### src/rv32_config.svh
`ifndef RV32_CONFIG_SVH
`define RV32_CONFIG_SVH

////////////////////////////////////////
// Datapath sizing
////////////////////////////////////////

// Integer register and data word width
`define RV32_XLEN 32

// Register index width, x0 to x31
`define RV32_REG_ADDR_W 5

// Data memory depth in 32-bit words
// Power of two, so the word index is a plain bit slice of the address
`define RV32_DMEM_WORDS 256

`endif

### src/rv32_ctrl_pkg.sv
`default_nettype none

package rv32_ctrl_pkg;

    ////////////////////////////////////////
    // ALU operations
    ////////////////////////////////////////

    // Low 3 bits follow funct3, bit 3 is instr[30]
    typedef enum logic [3:0] {
        ALU_ADD  = 4'b0000,
        ALU_SUB  = 4'b1000,
        ALU_SLL  = 4'b0001,
        ALU_SLT  = 4'b0010,
        ALU_SLTU = 4'b0011,
        ALU_XOR  = 4'b0100,
        ALU_SRL  = 4'b0101,
        ALU_SRA  = 4'b1101,
        ALU_OR   = 4'b0110,
        ALU_AND  = 4'b0111
    } alu_op_t;

    // Load/store width, same as RV32I funct3
    typedef enum logic [2:0] {
        MEM_B  = 3'b000,
        MEM_H  = 3'b001,
        MEM_W  = 3'b010,
        MEM_BU = 3'b100,
        MEM_HU = 3'b101
    } mem_ctrl_t;

    // Writeback value source
    typedef enum logic [1:0] {
        RES_ALU = 2'b00,
        RES_MEM = 2'b01,
        RES_PC4 = 2'b10
    } result_src_t;

endpackage

`default_nettype wire

### src/rv32_data_pkg.sv
`default_nettype none
`include "rv32_config.svh"

package rv32_data_pkg;
    import rv32_ctrl_pkg::*;

    typedef logic [`RV32_XLEN-1:0]       word_t;
    typedef logic [`RV32_REG_ADDR_W-1:0] reg_addr_t;

    // Execute to memory stage contents
    typedef struct packed {
        logic        reg_w_en;
        logic        mem_w_en;
        mem_ctrl_t   mem_control;
        result_src_t result_src;
        reg_addr_t   rd;
        word_t       store_data;
        word_t       alu_out;
        word_t       pc_plus_4;
    } exmem_payload_t;

    // Memory to writeback stage contents
    // Store side controls are dropped here
    typedef struct packed {
        logic        reg_w_en;
        result_src_t result_src;
        reg_addr_t   rd;
        word_t       alu_out;
        word_t       load_data;
        word_t       pc_plus_4;
    } memwb_payload_t;

endpackage

`default_nettype wire

### src/writeback_select.sv
`default_nettype none

module writeback_select (
    input  logic                         valid,
    input  rv32_data_pkg::memwb_payload_t p,
    output logic                         wb_valid,
    output logic                         reg_w_en,
    output rv32_data_pkg::reg_addr_t     rd,
    output rv32_data_pkg::word_t         result
);
    import rv32_ctrl_pkg::*;

    // Result mux
    always_comb begin
        case (p.result_src)
            RES_ALU: result = p.alu_out;
            RES_MEM: result = p.load_data;
            RES_PC4: result = p.pc_plus_4;
            // Reserved encoding, fall back to ALU
            default: result = p.alu_out;
        endcase
    end

    // Bubble or flushed entry never writes
    assign reg_w_en = valid & p.reg_w_en;
    assign wb_valid = valid;
    assign rd       = p.rd;

endmodule

`default_nettype wire

### config.mk
export PLATFORM = sky130hd
export DESIGN_NAME = writeback_select
export DESIGN_NICKNAME = d
export VERILOG_FILES = /design/src/rv32_ctrl_pkg.sv /design/src/rv32_data_pkg.sv /design/src/writeback_select.sv
export VERILOG_INCLUDE_DIRS = /design/src /design/src/src
export SDC_FILE = /design/constraint.sdc
export NUM_CORES = 1
export LEC_CHECK = 0
export ABC_CLOCK_PERIOD_IN_PS = 1600
export BUFFER_PORTS_ARGS = -buffer_cell sky130_fd_sc_hd__buf_2
export CAP_MARGIN = 25
export CORE_MARGIN = 5
export CORE_UTILIZATION = 25
export DETAILED_ROUTE_END_ITERATION = 8
export PLACE_DENSITY = 0.9
export SKIP_LAST_GASP = 1
export SLEW_MARGIN = 5
export SYNTH_ARGS = -nofsm -noshare
export SYNTH_HDL_FRONTEND = slang
export SYNTH_SLANG_ARGS = --single-unit
### constraint.sdc
create_clock -name vclk -period 1.6
set_clock_uncertainty 0.1 [all_clocks]
set_input_delay 0.24 -clock vclk [all_inputs]
set_output_delay 0.24 -clock vclk [all_outputs]
set_load 0.01 [all_outputs]
# Word level (Yosys, flattened, before mapping)
# Cells that the tools add are included.
[totals]
ff_bits = 0
out_inout_bits = 39
elab_cells = 4
[classes]
eq_ne = 2
n_mux = 1
bitwise_logic = 1
[ops]
columns = ["op", "n"]
rows = [
  ["$pmux 32 s2", 1],
  ["$eq 2x1->1 const B", 1],
  ["$eq 2x2->1 const B", 1],
  ["$and 1x1->1", 1],
]

# Longest topological paths before layout
[logic_depth]
ltp_word = 2
ltp_mapped = 6
ltp_nobuf = 4

# Least setup slack after synthesis
# OpenSTA, ideal clock, no wires.
[synth_path]
path_kind = "input-to-output"
startpoint = "in p[101] (netlist bit)"
endpoint = "out result[21]"
t_arrival_ps = 1061
required_time_ps = 1260
path_slack_ps = 199
cell_stages = 5
path_buffers = 2
cell_sequence = "inv_1 ha_1 buf_2 buf_2 o21ai_1"
[synth_between]
elab_chain_cells = 2
word_cells_on_any_way = 3
[synth_rtl]
columns = ["item", "line_no", "text"]
rows = [
  ["from (decl)", "writeback_select.sv:5", "input rv32_data_pkg::memwb_payload_t p,"],
  ["$eq 2x2->1 / $eq 2x1->1 (equally long branches)", "writeback_select.sv:15", "case (p.result_src)"],
  ["$pmux 32 s2 (*)", "writeback_select.sv:15", ""],
  ["to (decl)", "writeback_select.sv:9", "output rv32_data_pkg::word_t result"],
]
# Every way passes the cells marked *; elsewhere a longest branch is shown, timed or not.

# Final worst setup path
[layout_path]
startpoint = "in p[102] (netlist bit)"
endpoint = "out result[30]"
# Same word-level chain as after synthesis.

==> flow_summary_export.csv <==
group,metric,value,unit
route,avgViaCountPerCell,4.99,
cts,cts.hold.buffers_added,0,
floorplan,dieArea,3900,um2
sta,layout_setup_ws,0.0529,ns
route,drt_iter0_markers,81,
floorplan,initial_core_util,0.256,
worst_setup_path,worstPathArrival,1.21,ns
global_routing,grt-ovfl-total,0,
finish,clock_buffers,0,
sta,finalCritPeriodShare,0.967,
sta,rsz0062_at_grt,"yes",
hold_path,whs_endpoint,"rd[2]",
finish,final_common_cell,"buf_2",
synthesis,syn-num-nets,227,
finish,area_growth,109,%
route,wl_per_cell,13.7,um
floorplan,num_rows,19,
hold_path,min_path_type,"input pin to primary output",
synthesis,synthCells,120,
finish,drive_gt1_frac,0.595,
power,total_power,516,uW
floorplan,ios,144,
global_routing,grt_max_degree,36,
route,vias,1363,
synthesis,syn_area,688,um2
floorplan,die_h,62.5,um
floorplan,die_w,62.5,um
route,firstDrtPassIters,4,
global_routing,grt_antenna_before_repair,0,
route,drt_wl_total,3740,um
placement,dp_hpwl,2920,um
placement,dpl_cell_area,1370,um2
synthesis,syn_area_per_cell,5.73,um2
synthesis,synthDistinctLibCells,10,
placement,portBuffers,134,
finish,register_area,0,um2
worst_setup_path,cp_slowest_cell,"ha_2",
global_routing,grt_pass1_vias,1156,
finish,fin_nets,351,
power,sequentialPowerShare,0,
cts,post_cts_resized,0,
sta,drv_slew,0,
run_status,status,"finished clean",
worst_setup_path,path_cells,"buf_2, inv_1, ha_2, clkbuf_16, a22oi_1, o21ai_1, buf_2",
synthesis,yosysWarnings,0,
hold_path,hold_start,"p[98]",
power,leakagePower,0.809,nW
sta,worstMarginPinSlew,0.194,ns
worst_setup_path,critical_path.endpoint_type,"primary output",
worst_setup_path,slowest_delay,0.21,ns
worst_setup_path,start_kind,"input pin",
placement,gp_congestion,0.816,
sta,timing.fmax,0.646,GHz
route,drc,0,
power,p_sw_frac,0.480,
power,switchingPower,248,uW
finish,num_antenna_cells,0,
route,drtAntennaViolNets,0,
placement,preCtsSetupSlack,0.0449,ns
finish,fin_area,1440,um2
power,intPower,268,uW
synthesis,synth.top_cell.area_share,0.349,
floorplan,core_area,2690,um2
hold_path,min_path_cells,0,
synthesis,yosys.area.top_type,"a22oi_1",
placement,placed_cells,271,
power,clockPowerShare,0,
global_routing,grtUsageTotal,0.154,
synthesis,ys_seq_area_frac,0,
worst_setup_path,crit_top_cell,"buf_2",
finish,seq_cell_count,0,
sta,setup_viol,0,
power,p_comb_frac,1.000,
sta,slew_headroom,0.871,
sta,hold_viol,0,
global_routing,grt_pass1_wl,5360,um
worst_setup_path,criticalPathCategory,"input pin to primary output",
finish,final_cell_count_no_fill,273,
worst_setup_path,critPathRequiredTime,1.26,ns
sta,min_period,1.55,ns
synthesis,yosys-top-cells-area,"a22oi_1 (35%), o21ai_1 (22%), nand2_1 (17%)",
power,p_per_area,359,nW/um2
finish,mostFrequentLayoutCells,"buf_2 (134), nand2_1 (32), a22oi_1 (31), o21ai_1 (30), buf_12 (5)",
worst_setup_path,worst-path-max-fanout,16,
power,max-vdd-ir-drop,0.182,mV
flow_run,maxCapViolCount,0,
sta,tns,0,ns
cts,cts_setup_buffers,0,
## synth_stat cells
cell	number
ha_1	2
buf_6	3
buf_4	6
a22oi_1	32
inv_1	2
nand2_1	32
buf_2	10
o21ai_1	30
o21ai_0	2
and2_1	1
## how the worst max path moves through the flow
stage                 endpoint  cells past startpoint  startpoint
detailed placement  result[20]                      7      p[101]
floorplan           result[21]                      5      p[101]
finish              result[30]                      7      p[102]
CTS                 result[20]                      7      p[101]
global route        result[31]                      7      p[102]
global placement    result[20]                      7      p[101]
## stage by stage
step	hold WS (ns)	util
2_1_floorplan	0.472	-
3_3_place_gp	0.380	0.510
3_5_place_dp	0.380	0.510
4_1_cts	0.380	0.510
5_1_grt	0.380	0.536
6_report	0.380	0.536
## power groups by stage
stage | sequential [mW] | clock (mW) | combinational, mW
after global placement | 0 | 0 | 0.478
after detailed placement | 0 | 0 | 0.486
final | 0 | 0 | 0.516
after CTS | 0 | 0 | 0.488
after floorplan | 0 | 0 | 0.247
after global routing | 0 | 0 | 0.568
## worst max-delay path: cells and delay by family
kind	cells	cell delay, ns
compound gates	2	0.27
fa+ha+maj	1	0.21
buf+inv	4	0.49
## kinds of logic (layout without fill, tap and decap cells)
family | after synthesis | after routing | share of synthesized area
and+or+nand+nor | 33 | 33 | 0.184
adders and majority gates | 2 | 2 | 0.0364
buffers and inverters | 21 | 143 | 0.198
AOI/OAI and AO/OA | 64 | 64 | 0.582
## layer usage
| layer | GRT usage | vias up | wire length (um) |
|---|---|---|---|
| met5 | 0 | - | 0 |
| met4 | 0.0133 | 0 | 19 |
| met2 | 0.285 | 82 | 1930 |
| li1 | - | 683 | - |
| met1 | 0.181 | 594 | 1380 |
| met3 | 0.0432 | 4 | 416 |
## layout make-up
type	instances	area (um2)
Timing Repair Buffer	141	821
Multi-Input combinational cell	99	572
Inverter	2	7.51
Tap cell	31	38.8
Fill cell	271	1250
Power figures use the tool's default switching activity.
