===== src/rv32_config.svh =====
`ifndef RV32_CONFIG_SVH
`define RV32_CONFIG_SVH

////////////////////////////////////////
// Datapath sizing
////////////////////////////////////////

// Integer register and data word width
`define RV32_XLEN 32

// Register index width, x0 to x31
`define RV32_REG_ADDR_W 5

// Data memory depth in 32-bit words
// Power of two, so the word index is a plain bit slice of the address
`define RV32_DMEM_WORDS 256

`endif


===== src/rv32_ctrl_pkg.sv =====
`default_nettype none

package rv32_ctrl_pkg;

    ////////////////////////////////////////
    // ALU operations
    ////////////////////////////////////////

    // Low 3 bits follow funct3, bit 3 is instr[30]
    typedef enum logic [3:0] {
        ALU_ADD  = 4'b0000,
        ALU_SUB  = 4'b1000,
        ALU_SLL  = 4'b0001,
        ALU_SLT  = 4'b0010,
        ALU_SLTU = 4'b0011,
        ALU_XOR  = 4'b0100,
        ALU_SRL  = 4'b0101,
        ALU_SRA  = 4'b1101,
        ALU_OR   = 4'b0110,
        ALU_AND  = 4'b0111
    } alu_op_t;

    // Load/store width, same as RV32I funct3
    typedef enum logic [2:0] {
        MEM_B  = 3'b000,
        MEM_H  = 3'b001,
        MEM_W  = 3'b010,
        MEM_BU = 3'b100,
        MEM_HU = 3'b101
    } mem_ctrl_t;

    // Writeback value source
    typedef enum logic [1:0] {
        RES_ALU = 2'b00,
        RES_MEM = 2'b01,
        RES_PC4 = 2'b10
    } result_src_t;

endpackage

`default_nettype wire


===== src/rv32_data_pkg.sv =====
`default_nettype none
`include "rv32_config.svh"

package rv32_data_pkg;
    import rv32_ctrl_pkg::*;

    typedef logic [`RV32_XLEN-1:0]       word_t;
    typedef logic [`RV32_REG_ADDR_W-1:0] reg_addr_t;

    // Execute to memory stage contents
    typedef struct packed {
        logic        reg_w_en;
        logic        mem_w_en;
        mem_ctrl_t   mem_control;
        result_src_t result_src;
        reg_addr_t   rd;
        word_t       store_data;
        word_t       alu_out;
        word_t       pc_plus_4;
    } exmem_payload_t;

    // Memory to writeback stage contents
    // Store side controls are dropped here
    typedef struct packed {
        logic        reg_w_en;
        result_src_t result_src;
        reg_addr_t   rd;
        word_t       alu_out;
        word_t       load_data;
        word_t       pc_plus_4;
    } memwb_payload_t;

endpackage

`default_nettype wire


===== src/alu.sv =====
`default_nettype none
`include "rv32_config.svh"

module alu (
    input  rv32_ctrl_pkg::alu_op_t op,
    input  rv32_data_pkg::word_t   a,
    input  rv32_data_pkg::word_t   b,
    output rv32_data_pkg::word_t   y
);
    import rv32_ctrl_pkg::*;

    localparam int SHAMT_W = $clog2(`RV32_XLEN);

    // Shift amount, upper bits of b ignored
    logic [SHAMT_W-1:0] shamt;
    // Compare results for SLT and SLTU
    logic               lt_signed;
    logic               lt_unsigned;

    assign shamt       = b[SHAMT_W-1:0];
    assign lt_signed   = $signed(a) < $signed(b);
    assign lt_unsigned = a < b;

    ////////////////////////////////////////
    // Result select
    ////////////////////////////////////////

    always_comb begin
        case (op)
            ALU_ADD:  y = a + b;
            ALU_SUB:  y = a - b;
            ALU_SLL:  y = a << shamt;
            // Compares give 0 or 1
            ALU_SLT:  y = {{(`RV32_XLEN-1){1'b0}}, lt_signed};
            ALU_SLTU: y = {{(`RV32_XLEN-1){1'b0}}, lt_unsigned};
            ALU_XOR:  y = a ^ b;
            ALU_SRL:  y = a >> shamt;
            // Arithmetic shift keeps the sign bit
            ALU_SRA:  y = $signed(a) >>> shamt;
            ALU_OR:   y = a | b;
            ALU_AND:  y = a & b;
            // Unused encodings
            default:  y = '0;
        endcase
    end

endmodule

`default_nettype wire


===== config.mk =====
export PLATFORM = sky130hd
export DESIGN_NAME = alu
export DESIGN_NICKNAME = d
export VERILOG_FILES = /design/src/rv32_ctrl_pkg.sv /design/src/rv32_data_pkg.sv /design/src/alu.sv
export VERILOG_INCLUDE_DIRS = /design/src /design/src/src
export SDC_FILE = /design/constraint.sdc
export NUM_CORES = 1
export LEC_CHECK = 0
export BUFFER_PORTS_ARGS = -buffer_cell sky130_fd_sc_hd__buf_2
export CAP_MARGIN = 5
export CORE_MARGIN = 8
export CORE_UTILIZATION = 36
export DETAILED_ROUTE_END_ITERATION = 16
export GPL_ROUTABILITY_DRIVEN = 0
export PLACE_DENSITY_LB_ADDON = 0.05
export SYNTH_ARGS = -nofsm -noshare
export SYNTH_HDL_FRONTEND = slang
export SYNTH_SLANG_ARGS = --single-unit
export TNS_END_PERCENT = 10

===== constraint.sdc =====
create_clock -name vclk -period 4.4
set_input_delay 0.88 -clock vclk [all_inputs]
set_output_delay 0.88 -clock vclk [all_outputs]
set_load 0.01 [all_outputs]

Yosys cells after proc, flatten, opt, wreduce, memory -nomap -nowiden
Cells that the tools add are included.

word-level totals
  memories kept = 0
  register bits after elaboration = 0
  bits in latches = 0
  bits in writable memories = 0
  memory bits (read-only) = 0
  logic and storage cells = 21

operators by class
  magnitude comparators = 2
  shift-type cells = 3
  $mul = 0
  reductions and logical operators = 1
  add/sub/neg operators = 2
  equality and inequality tests = 9
  bitwise gates (word level) = 3
  div/mod/pow operators = 0
  muxes and demuxes = 1

operators with widths
  kind                                                 number
  case mux 32 bit (10 select lines)                    1
  < comparator 32 bit                                  2
  adder 32 bit                                         1
  bitwise AND 32 bit                                   1
  bitwise OR 32 bit                                    1
  left shift 32 x 5 -> 32 bit                          1
  >> shifter 32 x 5 -> 32 bit                          1
  >>> shifter 32 x 5 -> 32 bit                         1
  subtractor 32 bit                                    1
  XOR 32 bit                                           1
  equality test 4 x 3 -> 1 bit, second input constant  4
  equality test 4 x 2 -> 1 bit, second input constant  2
  equality test 4 bit, second input constant           2
  equality test 4 x 1 -> 1 bit, second input constant  1
  logical NOT 4 bit                                    1

Longest topological paths before layout
  depth in word-level cells = 2
  mapped depth = 15
  gate-level depth less buffers = 12

Worst setup path after synthesis
Ideal clock, no wire load.

  path type = input-to-output
  start = input b[2]
  end = output y[30]
  cell stages on the path = 14
  required time = 3520 ps
  data arrival time = 3925 ps
  path buffers = 3
  path slack = -405 ps
  cells stage by stage = inv_2 > buf_4 > buf_2 > buf_1 > ha_1 > nand2b_1 > a21oi_1 > o21ai_0 > a21oi_1 > o31ai_1 > nand4_1 > nand2_1 > inv_1 > o41ai_1

between the ends
  word-level cells in the longest chain between the ends = 2
  elaborated cells between the ends (all ways) = 6

ends and longest elaborated chain
  what                                       RTL line   text
  start, declared                            alu.sv:7   input rv32_data_pkg::word_t b,
  subtractor 32 bit (tied with other cells)  alu.sv:31  ALU_SUB: y = a - b;
  case mux 32 bit (10 select lines) *        alu.sv:29  case (op)
  end, declared                              alu.sv:8   output rv32_data_pkg::word_t y

Every way passes the cells marked *; elsewhere a longest branch is shown, timed or not.

Final worst setup path
  start = input a[20]
  end = output y[31]

between the ends
  word-level cells in the longest chain between the ends = 2
  elaborated cells between the ends (all ways) = 6

ends and longest elaborated chain
  what                                       RTL line   text
  start, declared                            alu.sv:6   input rv32_data_pkg::word_t a,
  subtractor 32 bit (tied with other cells)  alu.sv:31
  case mux 32 bit (10 select lines) *        alu.sv:29

Marked as above.

==> flow_metrics.tcl <==
set metrics [dict create \
    outcome "finished, violations left" \
    failed_checks "setup timing" \
    portBuffers 100 \
    antenna_found_initial 0 \
    gr-total-overflow 0 \
    hp-class "input port to output pin" \
    wl_um 47000 \
    seq_area_um2 0 \
    finalCritPeriodShare_pct 102 \
    initial_utilization_pct 36.4 \
    fillerInstances 2563 \
    vias 12200 \
    hold_path_startpoint "b[4]" \
    drive_gt1_share_pct 39.1 \
    chipHeight_um 175 \
    setup_tns_ns -0.120 \
    synth_commonest_cells "147 x nor2_1, 142 x a21oi_1, 120 x nand2_1, 101 x o21ai_0, 100 x inv_1" \
    dp.cells 2005 \
    syn-num-nets 1507 \
    synth.most_common_cell "nor2_1" \
    synth-seq-area-share_pct 0 \
    drcViolationCount 0 \
    p_switching_mw 1.02 \
    synth_top_area_cell "ha_1" \
    netlist_area_um2 9120 \
    p_clk_share_pct 0 \
    num_antenna_cells 0 \
    synthDistinctLibCells 91 \
    wl_per_cell_um 23.1 \
    slew_headroom_pct 48.6 \
    pwr-share-seq_pct 0 \
    dp_hpwl_um 37600 \
    n_clock_buffer 0 \
    start_kind "input port" \
    via_per_inst 6.01 \
    crit_fanout 4 \
    combPwrFrac_pct 100.0 \
    core.rowCount 58 \
    dieArea_um2 30700 \
    dr.pass1.iters 5 \
    wl_met1_um 21000 \
    syn_area_per_cell_um2 6.81 \
    wl_met3_um 4160 \
    drtIter0Drc 1422 \
    worstHoldPathCells 4 \
    place_ws_ns -0.583 \
    min_to "y[8]" \
    core-area_um2 25000 \
    dpl_cell_area_um2 12000 \
    ant_nets 0 \
    critPathKind "input port to output pin" \
    crit_required_ns 3.52 \
    syn_inst 1340 \
    top_layer "met4" \
    cellInternalPower_mw 0.809 \
    grt_max_degree 55 \
    fin_ws_ns -0.0723 \
    grtUsageTotal_pct 28.3 \
    finalCriticalPeriod_ns 4.47 \
    rsz0062_at_grt "true" \
    grt_pass1_vias 11500 \
    end_kind "output pin" \
    switching_share_pct 55.8 \
    arrival_ns 3.59 \
    synth_top_area_share_pct 13.3 \
    hold_slack_ns 2.33 \
    leakagePower_nw 6.03 \
    max_freq_mhz 224 \
    io_pins 100 \
    die_w_um 175 \
    seq_cells 0 \
    drv_cap 0 \
    final_cells 2034 \
    power_density_nw_per_um2 139 \
    area_growth_syn_to_layout_pct 44.6 \
    power_mw 1.83 \
    wl_met2_um 20500 \
    setup_viol 4 \
    grt_first_pass_wirelength_um 68600 \
    final_util_pct 52.7 \
    vdd_ir_drop_max_mv 0.0652 \
    hold_violations 0 \
    yosys_warnings 0 \
    maxSlewViolCount 0 \
    design_area_um2 13200 \
    synth_area_leaders "ha_1 13%, a21oi_1 7.8%, mux2i_1 7.5%, nor2_1 6.0%, o21ai_0 5.5%" \
    nets 1873 \
    tightest_slew_ns 0.769 \
]
-- power by group through the flow --
stage	Clock, mW	Sequential, mW	Combinational [mW]
final	0	0	1.83
after global routing	0	0	1.94
after CTS	0	0	1.67
after detailed placement	0	0	1.60
after global placement	0	0	1.60
after floorplan	0	0	0.886
-- cell usage in the layout (no fill, tap or decap), drive strengths merged, types with 7 or more instances in the layout --
cell type  Yosys  final
mux2          27     27
nand3         20     20
nor2         148    148
nand4         10     10
mux2i         69     69
and3           8      8
mux4          25     25
o21ai        111    111
and2           8      8
o41ai          8      8
nand2        120    120
inv          102    103
nor2b          9      9
or2           10     10
a211o          9      9
a31oi         10     10
buf           59    459
o21a           7      7
a21oi        144    144
xnor2         15     15
o221ai        13     13
a211oi        41     41
ha            97     97
a221oi        11     11
o211ai        18     18
o21bai        13     13
o22ai         15     15
nor3          28     28
nand2b        16     16
o31ai         18     18
a21o          12     12
a2111oi       10     10
-- worst max path at each step --
stage,startpoint,cells past startpoint,to
5_1_grt,a[20],12,y[31]
3_5_place_dp,a[0],15,y[0]
2_1_floorplan,b[2],14,y[31]
4_1_cts,b[4],13,y[31]
6_report,a[20],12,y[31]
3_3_place_gp,a[0],15,y[0]
-- repair_timing --
action | CTS | global route
pin swaps | 27 | 48
hold buffers | 0 | 0
gates cloned | 1 | 2
endpoints found under the hold margin | 0 | 0
gates resized for setup | 74 | 122
setup endpoints to repair | 22 | 27
setup buffers | 4 | 24
-- cell families after synthesis --
family / share of synthesized area, %
mux: 17.5
fa+ha+maj: 13.7
buf+inv: 10.9
compound gates: 36.1
xor+xnor: 1.54
simple gates: 20.2
-- per-layer routing --
metal / vias to the layer above / track usage, %
li1: 5694 / -
met1: 5854 / 40.5
met2: 591 / 44.1
met3: 86 / 3.89
met4: 0 / 6.04
met5: - / 0
-- layout make-up --
class / count / area [um2] / area share, %
tap: 330 / 413 / 3.13
multi-input combinational: 1133 / 8940 / 67.8
inverter: 105 / 405 / 3.07
timing repair buffer: 466 / 3430 / 26.0
-- critical path: stages --
cell and delay (ns):
buf_2 0.09, inv_1 0.15, ha_4 0.33, nand2_1 0.10, or4_1 0.49, o211ai_1 0.30, nand2_2 0.16, o41ai_4 0.35
o211a_1 0.20, nor2_1 0.04, or3_1 0.34, buf_2 0.15
Note: power is estimated with default switching activity, not from simulation.
